File: src/hw/accum_pkg.sv
// Shared types for the accumulator execution core.
// Opcodes arrive on the instruction port. ALU functions, operand sources
// and write destinations travel between the decode, execute and result stages.
// Every stage imports this package in its module header.

package accum_pkg;

    // Default data path width, overridden through the core parameter
    parameter int ACC_WIDTH_DEFAULT = 16;

    // -------------------------------------------------------------------------
    // Instruction opcodes (4 bits, all sixteen codes in use)
    // -------------------------------------------------------------------------
    typedef enum logic [3:0] {
        OP_NOP = 4'h0,  // Retires, writes nothing
        OP_LDA = 4'h1,  // AC <- operand
        OP_ADD = 4'h2,  // AC <- AC + operand
        OP_ADC = 4'h3,  // AC <- AC + operand + C
        OP_SUB = 4'h4,  // AC <- AC - operand
        OP_AND = 4'h5,
        OP_OR  = 4'h6,
        OP_XOR = 4'h7,
        OP_NOT = 4'h8,  // One's complement of AC
        OP_NEG = 4'h9,  // Two's complement of AC
        OP_SHL = 4'hA,  // Shift AC left by one
        OP_SHR = 4'hB,  // Logical shift AC right by one
        OP_LDX = 4'hC,  // X <- operand
        OP_LDY = 4'hD,  // Y <- operand
        OP_TAX = 4'hE,  // X <- AC
        OP_TAY = 4'hF   // Y <- AC
    } op_t;

    // Operand source, code 3 is unnamed and falls back to the immediate
    typedef enum logic [1:0] {
        SRC_IMM = 2'd0,
        SRC_X   = 2'd1,
        SRC_Y   = 2'd2
    } src_t;

    // -------------------------------------------------------------------------
    // ALU functions seen by the execute stage
    // -------------------------------------------------------------------------
    typedef enum logic [3:0] {
        FN_PASS    = 4'd0,   // Result is the operand
        FN_ADD     = 4'd1,
        FN_ADC     = 4'd2,
        FN_SUB     = 4'd3,
        FN_AND     = 4'd4,
        FN_OR      = 4'd5,
        FN_XOR     = 4'd6,
        FN_NOT     = 4'd7,
        FN_NEG     = 4'd8,
        FN_SHL     = 4'd9,
        FN_SHR     = 4'd10,
        FN_PASS_AC = 4'd11   // Result is AC itself (TAX, TAY)
    } alu_fn_t;

    // Register written back at retire
    typedef enum logic [1:0] {
        DEST_NONE = 2'd0,
        DEST_AC   = 2'd1,
        DEST_X    = 2'd2,
        DEST_Y    = 2'd3
    } dest_t;

endpackage
File: src/hw/accum_core.sv
// Top level of the accumulator execution core.
// Decode, execute and result stages in a row. An instruction strobed at one
// edge updates AC, X, Y and the flags at the next edge, and retire is high
// in the cycle after that update. A strobe may arrive on every cycle.

module accum_core import accum_pkg::*; #(
    parameter int WIDTH = ACC_WIDTH_DEFAULT
) (
    input  logic             clk,
    input  logic             reset,
    input  logic             instr_valid,
    input  op_t              instr_op,
    input  src_t             instr_src,
    input  logic [WIDTH-1:0] instr_imm,
    output logic [WIDTH-1:0] ac,
    output logic [WIDTH-1:0] x,
    output logic [WIDTH-1:0] y,
    output logic             flag_n,
    output logic             flag_z,
    output logic             flag_c,
    output logic             retire
);

    // -------------------------------------------------------------------------
    // Stage wiring
    // -------------------------------------------------------------------------
    logic             dec_valid;     // Decode to execute
    alu_fn_t          dec_fn;
    src_t             dec_src;
    logic [WIDTH-1:0] dec_imm;
    dest_t            dec_dest;
    logic             dec_nz_en;
    logic             dec_c_en;

    logic             ex_valid;      // Execute to result
    dest_t            ex_dest;
    logic [WIDTH-1:0] ex_value;
    logic             ex_n;
    logic             ex_z;
    logic             ex_c;
    logic             ex_nz_en;
    logic             ex_c_en;

    accum_decode #(.WIDTH(WIDTH)) u_decode (
        .clk         (clk),
        .reset       (reset),
        .instr_valid (instr_valid),
        .instr_op    (instr_op),
        .instr_src   (instr_src),
        .instr_imm   (instr_imm),
        .dec_valid   (dec_valid),
        .dec_fn      (dec_fn),
        .dec_src     (dec_src),
        .dec_imm     (dec_imm),
        .dec_dest    (dec_dest),
        .dec_nz_en   (dec_nz_en),
        .dec_c_en    (dec_c_en)
    );

    // Execute reads the live state, no forwarding needed
    accum_execute #(.WIDTH(WIDTH)) u_execute (
        .dec_valid (dec_valid),
        .dec_fn    (dec_fn),
        .dec_src   (dec_src),
        .dec_imm   (dec_imm),
        .dec_dest  (dec_dest),
        .dec_nz_en (dec_nz_en),
        .dec_c_en  (dec_c_en),
        .ac        (ac),
        .x         (x),
        .y         (y),
        .flag_c    (flag_c),
        .ex_valid  (ex_valid),
        .ex_dest   (ex_dest),
        .ex_value  (ex_value),
        .ex_n      (ex_n),
        .ex_z      (ex_z),
        .ex_c      (ex_c),
        .ex_nz_en  (ex_nz_en),
        .ex_c_en   (ex_c_en)
    );

    accum_result #(.WIDTH(WIDTH)) u_result (
        .clk      (clk),
        .reset    (reset),
        .ex_valid (ex_valid),
        .ex_dest  (ex_dest),
        .ex_value (ex_value),
        .ex_n     (ex_n),
        .ex_z     (ex_z),
        .ex_c     (ex_c),
        .ex_nz_en (ex_nz_en),
        .ex_c_en  (ex_c_en),
        .ac       (ac),
        .x        (x),
        .y        (y),
        .flag_n   (flag_n),
        .flag_z   (flag_z),
        .flag_c   (flag_c),
        .retire   (retire)
    );

endmodule

File: src/hw/accum_result.sv
// Result stage of the accumulator core.
// Holds AC, X, Y and the N, Z and C flags. A valid result from execute is
// written on the next edge and retire pulses for one cycle after it, in the
// same cycle the new state shows up on the outputs.

module accum_result import accum_pkg::*; #(
    parameter int WIDTH = ACC_WIDTH_DEFAULT
) (
    input  logic             clk,
    input  logic             reset,
    input  logic             ex_valid,
    input  dest_t            ex_dest,
    input  logic [WIDTH-1:0] ex_value,
    input  logic             ex_n,
    input  logic             ex_z,
    input  logic             ex_c,
    input  logic             ex_nz_en,
    input  logic             ex_c_en,
    output logic [WIDTH-1:0] ac,
    output logic [WIDTH-1:0] x,
    output logic [WIDTH-1:0] y,
    output logic             flag_n,
    output logic             flag_z,
    output logic             flag_c,
    output logic             retire       // One pulse per instruction
);

    logic wr_ac;
    logic wr_x;
    logic wr_y;

    // Register write enables
    assign wr_ac = ex_valid && (ex_dest == DEST_AC);
    assign wr_x  = ex_valid && (ex_dest == DEST_X);
    assign wr_y  = ex_valid && (ex_dest == DEST_Y);

    // -------------------------------------------------------------------------
    // Architectural registers
    // -------------------------------------------------------------------------
    always_ff @(posedge clk or posedge reset) begin
        if (reset) begin
            ac <= '0;
            x  <= '0;
            y  <= '0;
        end else begin
            if (wr_ac)
                ac <= ex_value;
            if (wr_x)
                x <= ex_value;
            if (wr_y)
                y <= ex_value;
        end
    end

    // N/Z and C load under separate enables
    always_ff @(posedge clk or posedge reset) begin
        if (reset) begin
            flag_n <= 1'b0;
            flag_z <= 1'b0;
            flag_c <= 1'b0;
        end else begin
            if (ex_valid && ex_nz_en) begin
                flag_n <= ex_n;
                flag_z <= ex_z;
            end
            if (ex_valid && ex_c_en)
                flag_c <= ex_c;
        end
    end

    // Retire marks the cycle the new state is visible, NOPs included
    always_ff @(posedge clk or posedge reset) begin
        if (reset)
            retire <= 1'b0;
        else
            retire <= ex_valid;
    end

endmodule

File: src/hw/accum_execute.sv
// Execute stage of the accumulator core, purely combinational.
// Picks the operand (immediate, X or Y), runs the ALU against AC and
// produces the write-back value with the new N, Z and C.
// Reads the architectural state straight from the result stage, so an
// instruction always sees its predecessor's write.

module accum_execute import accum_pkg::*; #(
    parameter int WIDTH = ACC_WIDTH_DEFAULT
) (
    input  logic             dec_valid,
    input  alu_fn_t          dec_fn,
    input  src_t             dec_src,
    input  logic [WIDTH-1:0] dec_imm,
    input  dest_t            dec_dest,
    input  logic             dec_nz_en,
    input  logic             dec_c_en,
    input  logic [WIDTH-1:0] ac,           // Current architectural state
    input  logic [WIDTH-1:0] x,
    input  logic [WIDTH-1:0] y,
    input  logic             flag_c,
    output logic             ex_valid,
    output dest_t            ex_dest,
    output logic [WIDTH-1:0] ex_value,
    output logic             ex_n,
    output logic             ex_z,
    output logic             ex_c,
    output logic             ex_nz_en,
    output logic             ex_c_en
);

    logic [WIDTH-1:0] opnd;       // Selected second operand
    logic             carry_in;   // Only ADC folds in the old carry
    logic [WIDTH:0]   add_sum;    // Extra top bit is the carry out
    logic [WIDTH:0]   sub_diff;   // Extra top bit is the borrow

    // -------------------------------------------------------------------------
    // Operand select
    // -------------------------------------------------------------------------
    always_comb begin
        case (dec_src)
            SRC_X:   opnd = x;
            SRC_Y:   opnd = y;
            default: opnd = dec_imm;  // IMM and the spare code
        endcase
    end

    assign carry_in = (dec_fn == FN_ADC) ? flag_c : 1'b0;

    // Shared adder for ADD and ADC
    assign add_sum  = {1'b0, ac} + {1'b0, opnd} + {{WIDTH{1'b0}}, carry_in};
    assign sub_diff = {1'b0, ac} - {1'b0, opnd};

    // -------------------------------------------------------------------------
    // ALU
    // -------------------------------------------------------------------------
    always_comb begin
        ex_value = opnd;
        ex_c     = flag_c;   // Unchanged unless the function defines it
        case (dec_fn)
            FN_PASS:    ex_value = opnd;
            FN_ADD,
            FN_ADC: begin
                ex_value = add_sum[WIDTH-1:0];
                ex_c     = add_sum[WIDTH];
            end
            FN_SUB: begin
                ex_value = sub_diff[WIDTH-1:0];
                ex_c     = ~sub_diff[WIDTH];          // Set when no borrow
            end
            FN_AND:     ex_value = ac & opnd;
            FN_OR:      ex_value = ac | opnd;
            FN_XOR:     ex_value = ac ^ opnd;
            FN_NOT:     ex_value = ~ac;
            FN_NEG:     ex_value = '0 - ac;
            FN_SHL: begin
                ex_value = {ac[WIDTH-2:0], 1'b0};
                ex_c     = ac[WIDTH-1];               // Bit shifted out at the top
            end
            FN_SHR: begin
                ex_value = {1'b0, ac[WIDTH-1:1]};     // Logical, zero fill
                ex_c     = ac[0];
            end
            FN_PASS_AC: ex_value = ac;
            default:    ex_value = opnd;
        endcase
    end

    // Flags from the result itself
    assign ex_n = ex_value[WIDTH-1];
    assign ex_z = (ex_value == '0);

    // Control rides along with the result
    assign ex_valid = dec_valid;
    assign ex_dest  = dec_dest;
    assign ex_nz_en = dec_valid & dec_nz_en;
    assign ex_c_en  = dec_valid & dec_c_en;

endmodule

File: src/hw/accum_decode.sv
// Decode stage of the accumulator core.
// Samples the instruction strobe and turns the opcode into an ALU function,
// a write destination and flag enables, all presented one cycle later.

module accum_decode import accum_pkg::*; #(
    parameter int WIDTH = ACC_WIDTH_DEFAULT
) (
    input  logic             clk,
    input  logic             reset,
    input  logic             instr_valid,  // Single-cycle strobe
    input  op_t              instr_op,
    input  src_t             instr_src,
    input  logic [WIDTH-1:0] instr_imm,
    output logic             dec_valid,
    output alu_fn_t          dec_fn,
    output src_t             dec_src,
    output logic [WIDTH-1:0] dec_imm,
    output dest_t            dec_dest,
    output logic             dec_nz_en,    // Load N and Z at retire
    output logic             dec_c_en      // Load C at retire
);

    alu_fn_t nxt_fn;
    dest_t   nxt_dest;
    logic    nxt_nz_en;
    logic    nxt_c_en;

    // -------------------------------------------------------------------------
    // Opcode map
    // -------------------------------------------------------------------------
    always_comb begin
        case (instr_op)
            OP_ADD:         nxt_fn = FN_ADD;
            OP_ADC:         nxt_fn = FN_ADC;
            OP_SUB:         nxt_fn = FN_SUB;
            OP_AND:         nxt_fn = FN_AND;
            OP_OR:          nxt_fn = FN_OR;
            OP_XOR:         nxt_fn = FN_XOR;
            OP_NOT:         nxt_fn = FN_NOT;
            OP_NEG:         nxt_fn = FN_NEG;
            OP_SHL:         nxt_fn = FN_SHL;
            OP_SHR:         nxt_fn = FN_SHR;
            OP_TAX, OP_TAY: nxt_fn = FN_PASS_AC;
            default:        nxt_fn = FN_PASS;     // NOP, LDA, LDX and LDY
        endcase
    end

    always_comb begin
        case (instr_op)
            OP_NOP:         nxt_dest = DEST_NONE;  // NOP writes nothing
            OP_LDX, OP_TAX: nxt_dest = DEST_X;
            OP_LDY, OP_TAY: nxt_dest = DEST_Y;
            default:        nxt_dest = DEST_AC;
        endcase
    end

    // Every write of AC loads N and Z, index register writes leave every flag alone
    assign nxt_nz_en = (nxt_dest == DEST_AC);

    // Only the arithmetic ops and the shifts load C
    assign nxt_c_en  = instr_op inside {OP_ADD, OP_ADC, OP_SUB, OP_SHL, OP_SHR};

    // -------------------------------------------------------------------------
    // Pipeline register
    // -------------------------------------------------------------------------
    always_ff @(posedge clk or posedge reset) begin
        if (reset) begin
            dec_valid <= 1'b0;
            dec_dest  <= DEST_NONE;
            dec_nz_en <= 1'b0;
            dec_c_en  <= 1'b0;
        end else begin
            dec_valid <= instr_valid;                           // One stage per strobe
            dec_dest  <= instr_valid ? nxt_dest : DEST_NONE;
            dec_nz_en <= instr_valid & nxt_nz_en;
            dec_c_en  <= instr_valid & nxt_c_en;
        end
    end

    // Operand payload is captured only with a strobe
    always_ff @(posedge clk) begin
        if (instr_valid) begin
            dec_fn  <= nxt_fn;
            dec_src <= instr_src;
            dec_imm <= instr_imm;
        end
    end

endmodule

File: config.mk
export PLATFORM = sky130hd
export DESIGN_NAME = accum_core
export DESIGN_NICKNAME = d
export VERILOG_FILES = /design/src/hw/accum_pkg.sv /design/src/hw/accum_core.sv /design/src/hw/accum_result.sv /design/src/hw/accum_execute.sv /design/src/hw/accum_decode.sv
export SDC_FILE = /design/constraint.sdc
export NUM_CORES = 1
export LEC_CHECK = 0
export BUFFER_PORTS_ARGS = -buffer_cell sky130_fd_sc_hd__buf_2
export CORE_MARGIN = 2
export CORE_UTILIZATION = 35
export CTS_CLUSTER_DIAMETER = 80
export DETAILED_ROUTE_END_ITERATION = 8
export REMOVE_ABC_BUFFERS = 1
export SETUP_SLACK_MARGIN = 0.1
export SYNTH_ARGS = -nofsm -noshare
export SYNTH_HDL_FRONTEND = slang
export SYNTH_SLANG_ARGS = --single-unit
File: constraint.sdc
create_clock -name clk -period 3.9 [get_ports clk]
set_clock_uncertainty 0.1 [all_clocks]
set_input_delay 0.39 -clock clk [delete_from_list [all_inputs] [get_ports clk]]
set_output_delay 0.39 -clock clk [all_outputs]
set_load 0.02 [all_outputs]
# Word-level counts from Yosys, hierarchy flattened
# Memory sizes are Yosys's and may differ from the RTL's. A register that Yosys moved wholly into a read port is not among the register bits.
# Index checks and enable logic that the tools add are counted.
# op_classes
bitwise	9
reduce_logical	13
n_shift	0
n_lt_le_gt_ge	0
mux	6
n_eq_ne	26
add_sub_neg	4
multipliers	0
div	0
# ops
operator	n
$pmux W16 S10	1
$eq A4 B4 Y1 const B	10
$pmux W16 S2	1
$eq A4 B3 Y1 const B	5
$add A16 B16 Y17	1
$add A17 B1 Y17	1
$sub A16 B16 Y17	1
$and A16 B16 Y16	1
$eq A4 B2 Y1 const B	4
$logic_not A16 Y1	1
$not A16 Y16	1
$or A16 B16 Y16	1
$sub A1 B16 Y16 const A	1
$xor A16 B16 Y16	1
$eq A2 B1 Y1 const B	3
$eq A2 B2 Y1 const B	3
$pmux W2 S3	1
$reduce_or A2 Y1	3
$logic_and A1 B1 Y1	5
$reduce_bool A5 Y1	1
$and A1 B1 Y1	4
$eq A4 B1 Y1 const B	1
$logic_not A4 Y1	1
$pmux W1 S4	1
other kinds (5)	5
# word_totals
n_memories	1
register_bits	75
in_bits	25
output_inout_bits	52
elab_cells	72
rom_bits	64
ramBits	0
latch_bits	0
# memory_table
name	depth	width	rd	rd_clocked_by_memory_dff	wr	line	rtl
(name not given)	16	4	1	1	0	accum_decode.sv:32	case (instr_op)

# Logic depth before layout (Yosys ltp)
# logic_depth
ltp_word	6
mapped_depth	18
mapped_depth_nobuf	16

# Hierarchy
# A second synthesis with hierarchy kept.
# hier_totals
cells_unflattened	815
area_unflattened_um2	7231.9
# by_module_without_submodules
mod	area_per_inst_um2	seq_area_each_um2	instances	cells_per_inst
accum_execute	4098.9	0.0	1	639
accum_result	2105.8	1301.2	1	113
accum_decode	1027.2	785.8	1	63

# Worst setup path before layout
# OpenSTA, ideal clock, no wires.
# synth_path
path_kind	reg-to-reg
startpoint	reg u_decode.dec_src[1]
endpoint	reg u_result.flag_z
path_slack_ns	-0.335
path_buffers	3
period_less_slack_ns	4.235
arrival_ns	4.068
path_stages_with_launch	17
setup_time_ns	0.067
required_time_ns	3.733
path_cell_list	edfxtp_1 > ha_1 > clkbuf_1 > clkbuf_1 > nor2_1 > a21oi_1 > ha_1 > clkbuf_1 > inv_1 > nand2_1 > a2111oi_2 > nor4_1 > or3_1 > mux2_1 > o32ai_2 > and4_1 > a41o_1
# synth_via
elab_chain_len	6
elab_cells_between_ends	11
classes_between	3 x add/sub; 2 x eq/ne; 2 x mux; 3 x bitwise; 1 x reduce/logical
# synth_lines
item	line	rtl
from (decl)	accum_decode.sv:16	output src_t dec_src,
from (signal assigned)	accum_decode.sv:84	dec_src <= instr_src;
$eq A2 B2 Y1 or $eq A2 B1 Y1 (tied branches)	accum_execute.sv:40	case (dec_src)
$pmux W16 S2 (*)	accum_execute.sv:40	
$add A16 B16 Y17	accum_execute.sv:50	assign add_sum = {1'b0, ac} + {1'b0, opnd} + {{WIDTH{1'b0}}, carry_in};
$add A17 B1 Y17	accum_execute.sv:50	
$pmux W16 S10 (*)	accum_execute.sv:59	case (dec_fn)
$logic_not A16 Y1 (*)	accum_execute.sv:90	assign ex_z = (ex_value == '0);
to (signal assigned)	accum_result.sv:64	flag_z <= ex_z;
to (decl)	accum_result.sv:23	output logic flag_z,
# Mark *: on every way between the ends. The rest lies on a longest branch, timed or not.
# A chain may end at the register's enable or synchronous reset.

# Worst setup path in the final report
# Ends and elaborated chain as after synthesis.

==> qor.yml <==
portBuffers: 76
grt_pass1_wl_um: 42150
switchingPower_mw: 3.283
violations: "setup timing"
gr-total-overflow: 0
drc: 0
synth_cell_types: 85
ys_ff_latch: 79
grt_max_degree: 48
design.core.area_um2: 20170
power_density_nw_per_um2: 704.0
gp_congestion: 0.9451
fin_nets: 1170
setup_viol: 4
ant_nets: 0
yosys_warnings: 0
clk_latency_ns: 0.34
p_seq_share_pct: 18.9
regArea_um2: 2087
first_pass_iters: 5
root_buffer: "clkbuf_16"
max_cap_viol_count: 0
initial_core_util_pct: 35.62
grt_usage_pct: 24.80
hold_class: "in -> async"
pwr-share-comb_pct: 67.7
worstMarginPinSlew_ns: 1.244
swShare_pct: 47.39
area_growth_pct: 36.99
post-route-min-period_ns: 4.005
ys.flop_type: "dfrtp_1"
cp_max_fo: 4
pin_count: 77
cts_hold_buffers: 0
syn_inst: 899
period_share_pct: 102.7
final_common_cell: "buf_4"
start_kind: "register"
multi_input_area_um2: 5213
critPathArrivalTime_ns: 4.18
async_flop_share_pct: 72.15
antenna_found_initial: 0
ys_seq_area_share_pct: 29.05
grt_pass1_vias: 7474
wl_um: 27500
fmax_mhz: 249.7
ctsHtreeMaxLevel: 3
worst_slack_ns: -0.1050
hold_ws_ns: 0.05340
hpwlAfterDp_um: 19990
fillers: 1969
dieArea_um2: 21690
p_leak_nw: 4.359
post-place-cells: 1321
drtIter0Drc: 717
cts_buffers: 9
rsz0062_at_grt: "true"
num_vias: 7782
synth.cell_area_um2: 7184
wl_per_cell_um: 20.31
syn_area_per_cell_um2: 7.992
stdcell_count: 1354
drive_gt1_share_pct: 32.75
row_count: 52
hold_viol: 0
die_w_um: 147.3
pwr-share-clk_pct: 13.5
required_ns: 4.08
die_h_um: 147.3
cts_tree: "built"
status: "finished, violations left"
synth_edf_count: 22
clk_pin_slew_ns: 0.07
intPower_mw: 3.645
ir_drop_mv: 0.3775
antenna_cells: 0
crit_path_end_kind: "register"
critPathKind: "reg -> reg"
slew_headroom_pct: 16.83
viasPerCell: 5.747
cts_sinks: 79
drv_slew: 0
clock_path_buffers: 2
final_cell_mix: "143 x buf_4, 103 x nand2_1, 79 x o21ai_0, 76 x buf_2, 62 x nor2_1"
==> synth_stat cells, types with 6 or more instances <==
cell       instances  share of area (%)
nand2b_1           9               0.78
ha_1              63                 11
edfxtp_1          22                9.2
or3_1              7               0.61
nand3_1           14               0.98
xnor2_1            9                1.1
a31oi_1            9               0.78
dfrtp_1           57                 20
nand2_1          106                5.5
buf_1              6               0.31
buf_2              9               0.63
nor3_1            16                1.1
a221o_1            7               0.98
o221ai_1           8               0.98
clkbuf_1          48                2.5
inv_1             55                2.9
a221oi_1           7               0.85
a22oi_1           18                1.9
o21ai_0           98                6.8
nor2_1            67                3.5
o211ai_1          10                1.0
nor2b_1           13                1.1
mux2i_1           15                2.1
o2111ai_1          6               0.73
a211oi_1          12                1.3
a21oi_1           66                4.6
o22ai_1           10               0.87
==> power groups by stage <==
| stage | logic, mW | registers [mW] | clock network, mW |
|---|---|---|---|
| 4_1_cts | 4.33 | 1.31 | 0.948 |
| 2_1_floorplan | 1.82 | 1.66 | 0 |
| 6_report | 4.69 | 1.31 | 0.934 |
| 3_5_place_dp | 3.90 | 1.31 | 0 |
| 3_3_place_gp | 3.90 | 1.31 | 0 |
| 5_1_grt | 5.02 | 1.34 | 0.977 |
==> cell type report <==
| cell class | instances | share of cell area [%] |
|---|---|---|
| Sequential cell | 79 | 21.21 |
| Clock inverter | 6 | 0.7755 |
| Tap cell | 270 | 3.432 |
| Multi-Input combinational cell | 696 | 52.96 |
| Clock buffer | 10 | 2.543 |
| Timing Repair Buffer | 236 | 16.88 |
| Inverter | 57 | 2.199 |
==> layer usage <==
layer	vias to the layer above	routed length [µm]	global-route usage, %
li1	3650	-	-
met1	3717	12360	35.12
met2	360	12600	39.42
met3	55	1755	2.671
met4	0	790	8.606
met5	-	0	0
==> logic make-up after synthesis <==
logic type	after synthesis	synth area share [%]
AO/OA/AOI/OAI	319	29.00
XOR/XNOR	12	1.463
AND/OR/NAND/NOR	279	18.83
flip-flops	79	29.05
multiplexers	20	3.030
buffers and inverters	124	6.827
adder cells (fa/ha/maj)	66	11.81
==> critical path, cell delays in order (launching register included) <==
cell	delay, ns
edfxtp_1	0.45
ha_4	0.31
a221oi_4	0.26
nor2_4	0.07
fa_2	0.38
buf_6	0.13
a211oi_4	0.21
buf_6	0.14
nor2_2	0.05
a221oi_2	0.26
o2111ai_2	0.19
a2111oi_4	0.38
buf_4	0.18
o2111ai_2	0.12
and4b_1	0.32
and4_1	0.21
a41o_1	0.18
==> flip-flops by register name, indices dropped and copies added, names as in the netlist, 2 cells and up <==
name	count
u_decode.dec_imm	16
u_result.ac	16
u_result.x	16
u_result.y	16
u_decode.dec_fn	4
u_decode.dec_dest	2
u_decode.dec_src	2
==> path summary, 6_finish.rpt <==
| path | from | end | slack, ns | depth (start not counted) |
|---|---|---|---|---|
| max | u_decode.dec_src[1] | u_result.flag_z | -0.10 | 16 |
| min | reset | u_decode.dec_valid | 0.05 | 2 |
| max reg2reg | u_decode.dec_src[1] | u_result.flag_z | -0.10 | 16 |
| min reg2reg | u_result.flag_n | u_result.flag_n | 0.39 | 2 |
| max in group asynchronous | reset | u_result.ac[5] | 2.81 | 3 |
| min in group clk | instr_imm[14] | u_decode.dec_imm[14] | 0.12 | 1 |
==> stage by stage <==
stage	power, mW	cell area (µm²)	TNS [ns]	setup slack (ns)	util (%)
global placement	5.214	8700	-5.799	-0.5203	43.13
floorplan	3.479	6908	-1.767	-0.4047	-
detailed placement	5.213	8700	-7.350	-0.5398	43.13
global route	7.344	9842	-1.577	-0.2602	48.80
finish	6.929	9842	-0.2262	-0.1050	48.80
CTS	6.579	9580	-0.08179	-0.03308	47.50
==> what timing repair did <==
action | 4_1_cts | 5_1_grt
setup buffers | 12 | 5
resized for setup | 97 | 55
endpoints found under the setup margin | 30 | 23
pin swaps | 38 | 26
(Power assumes the default switching activity.)
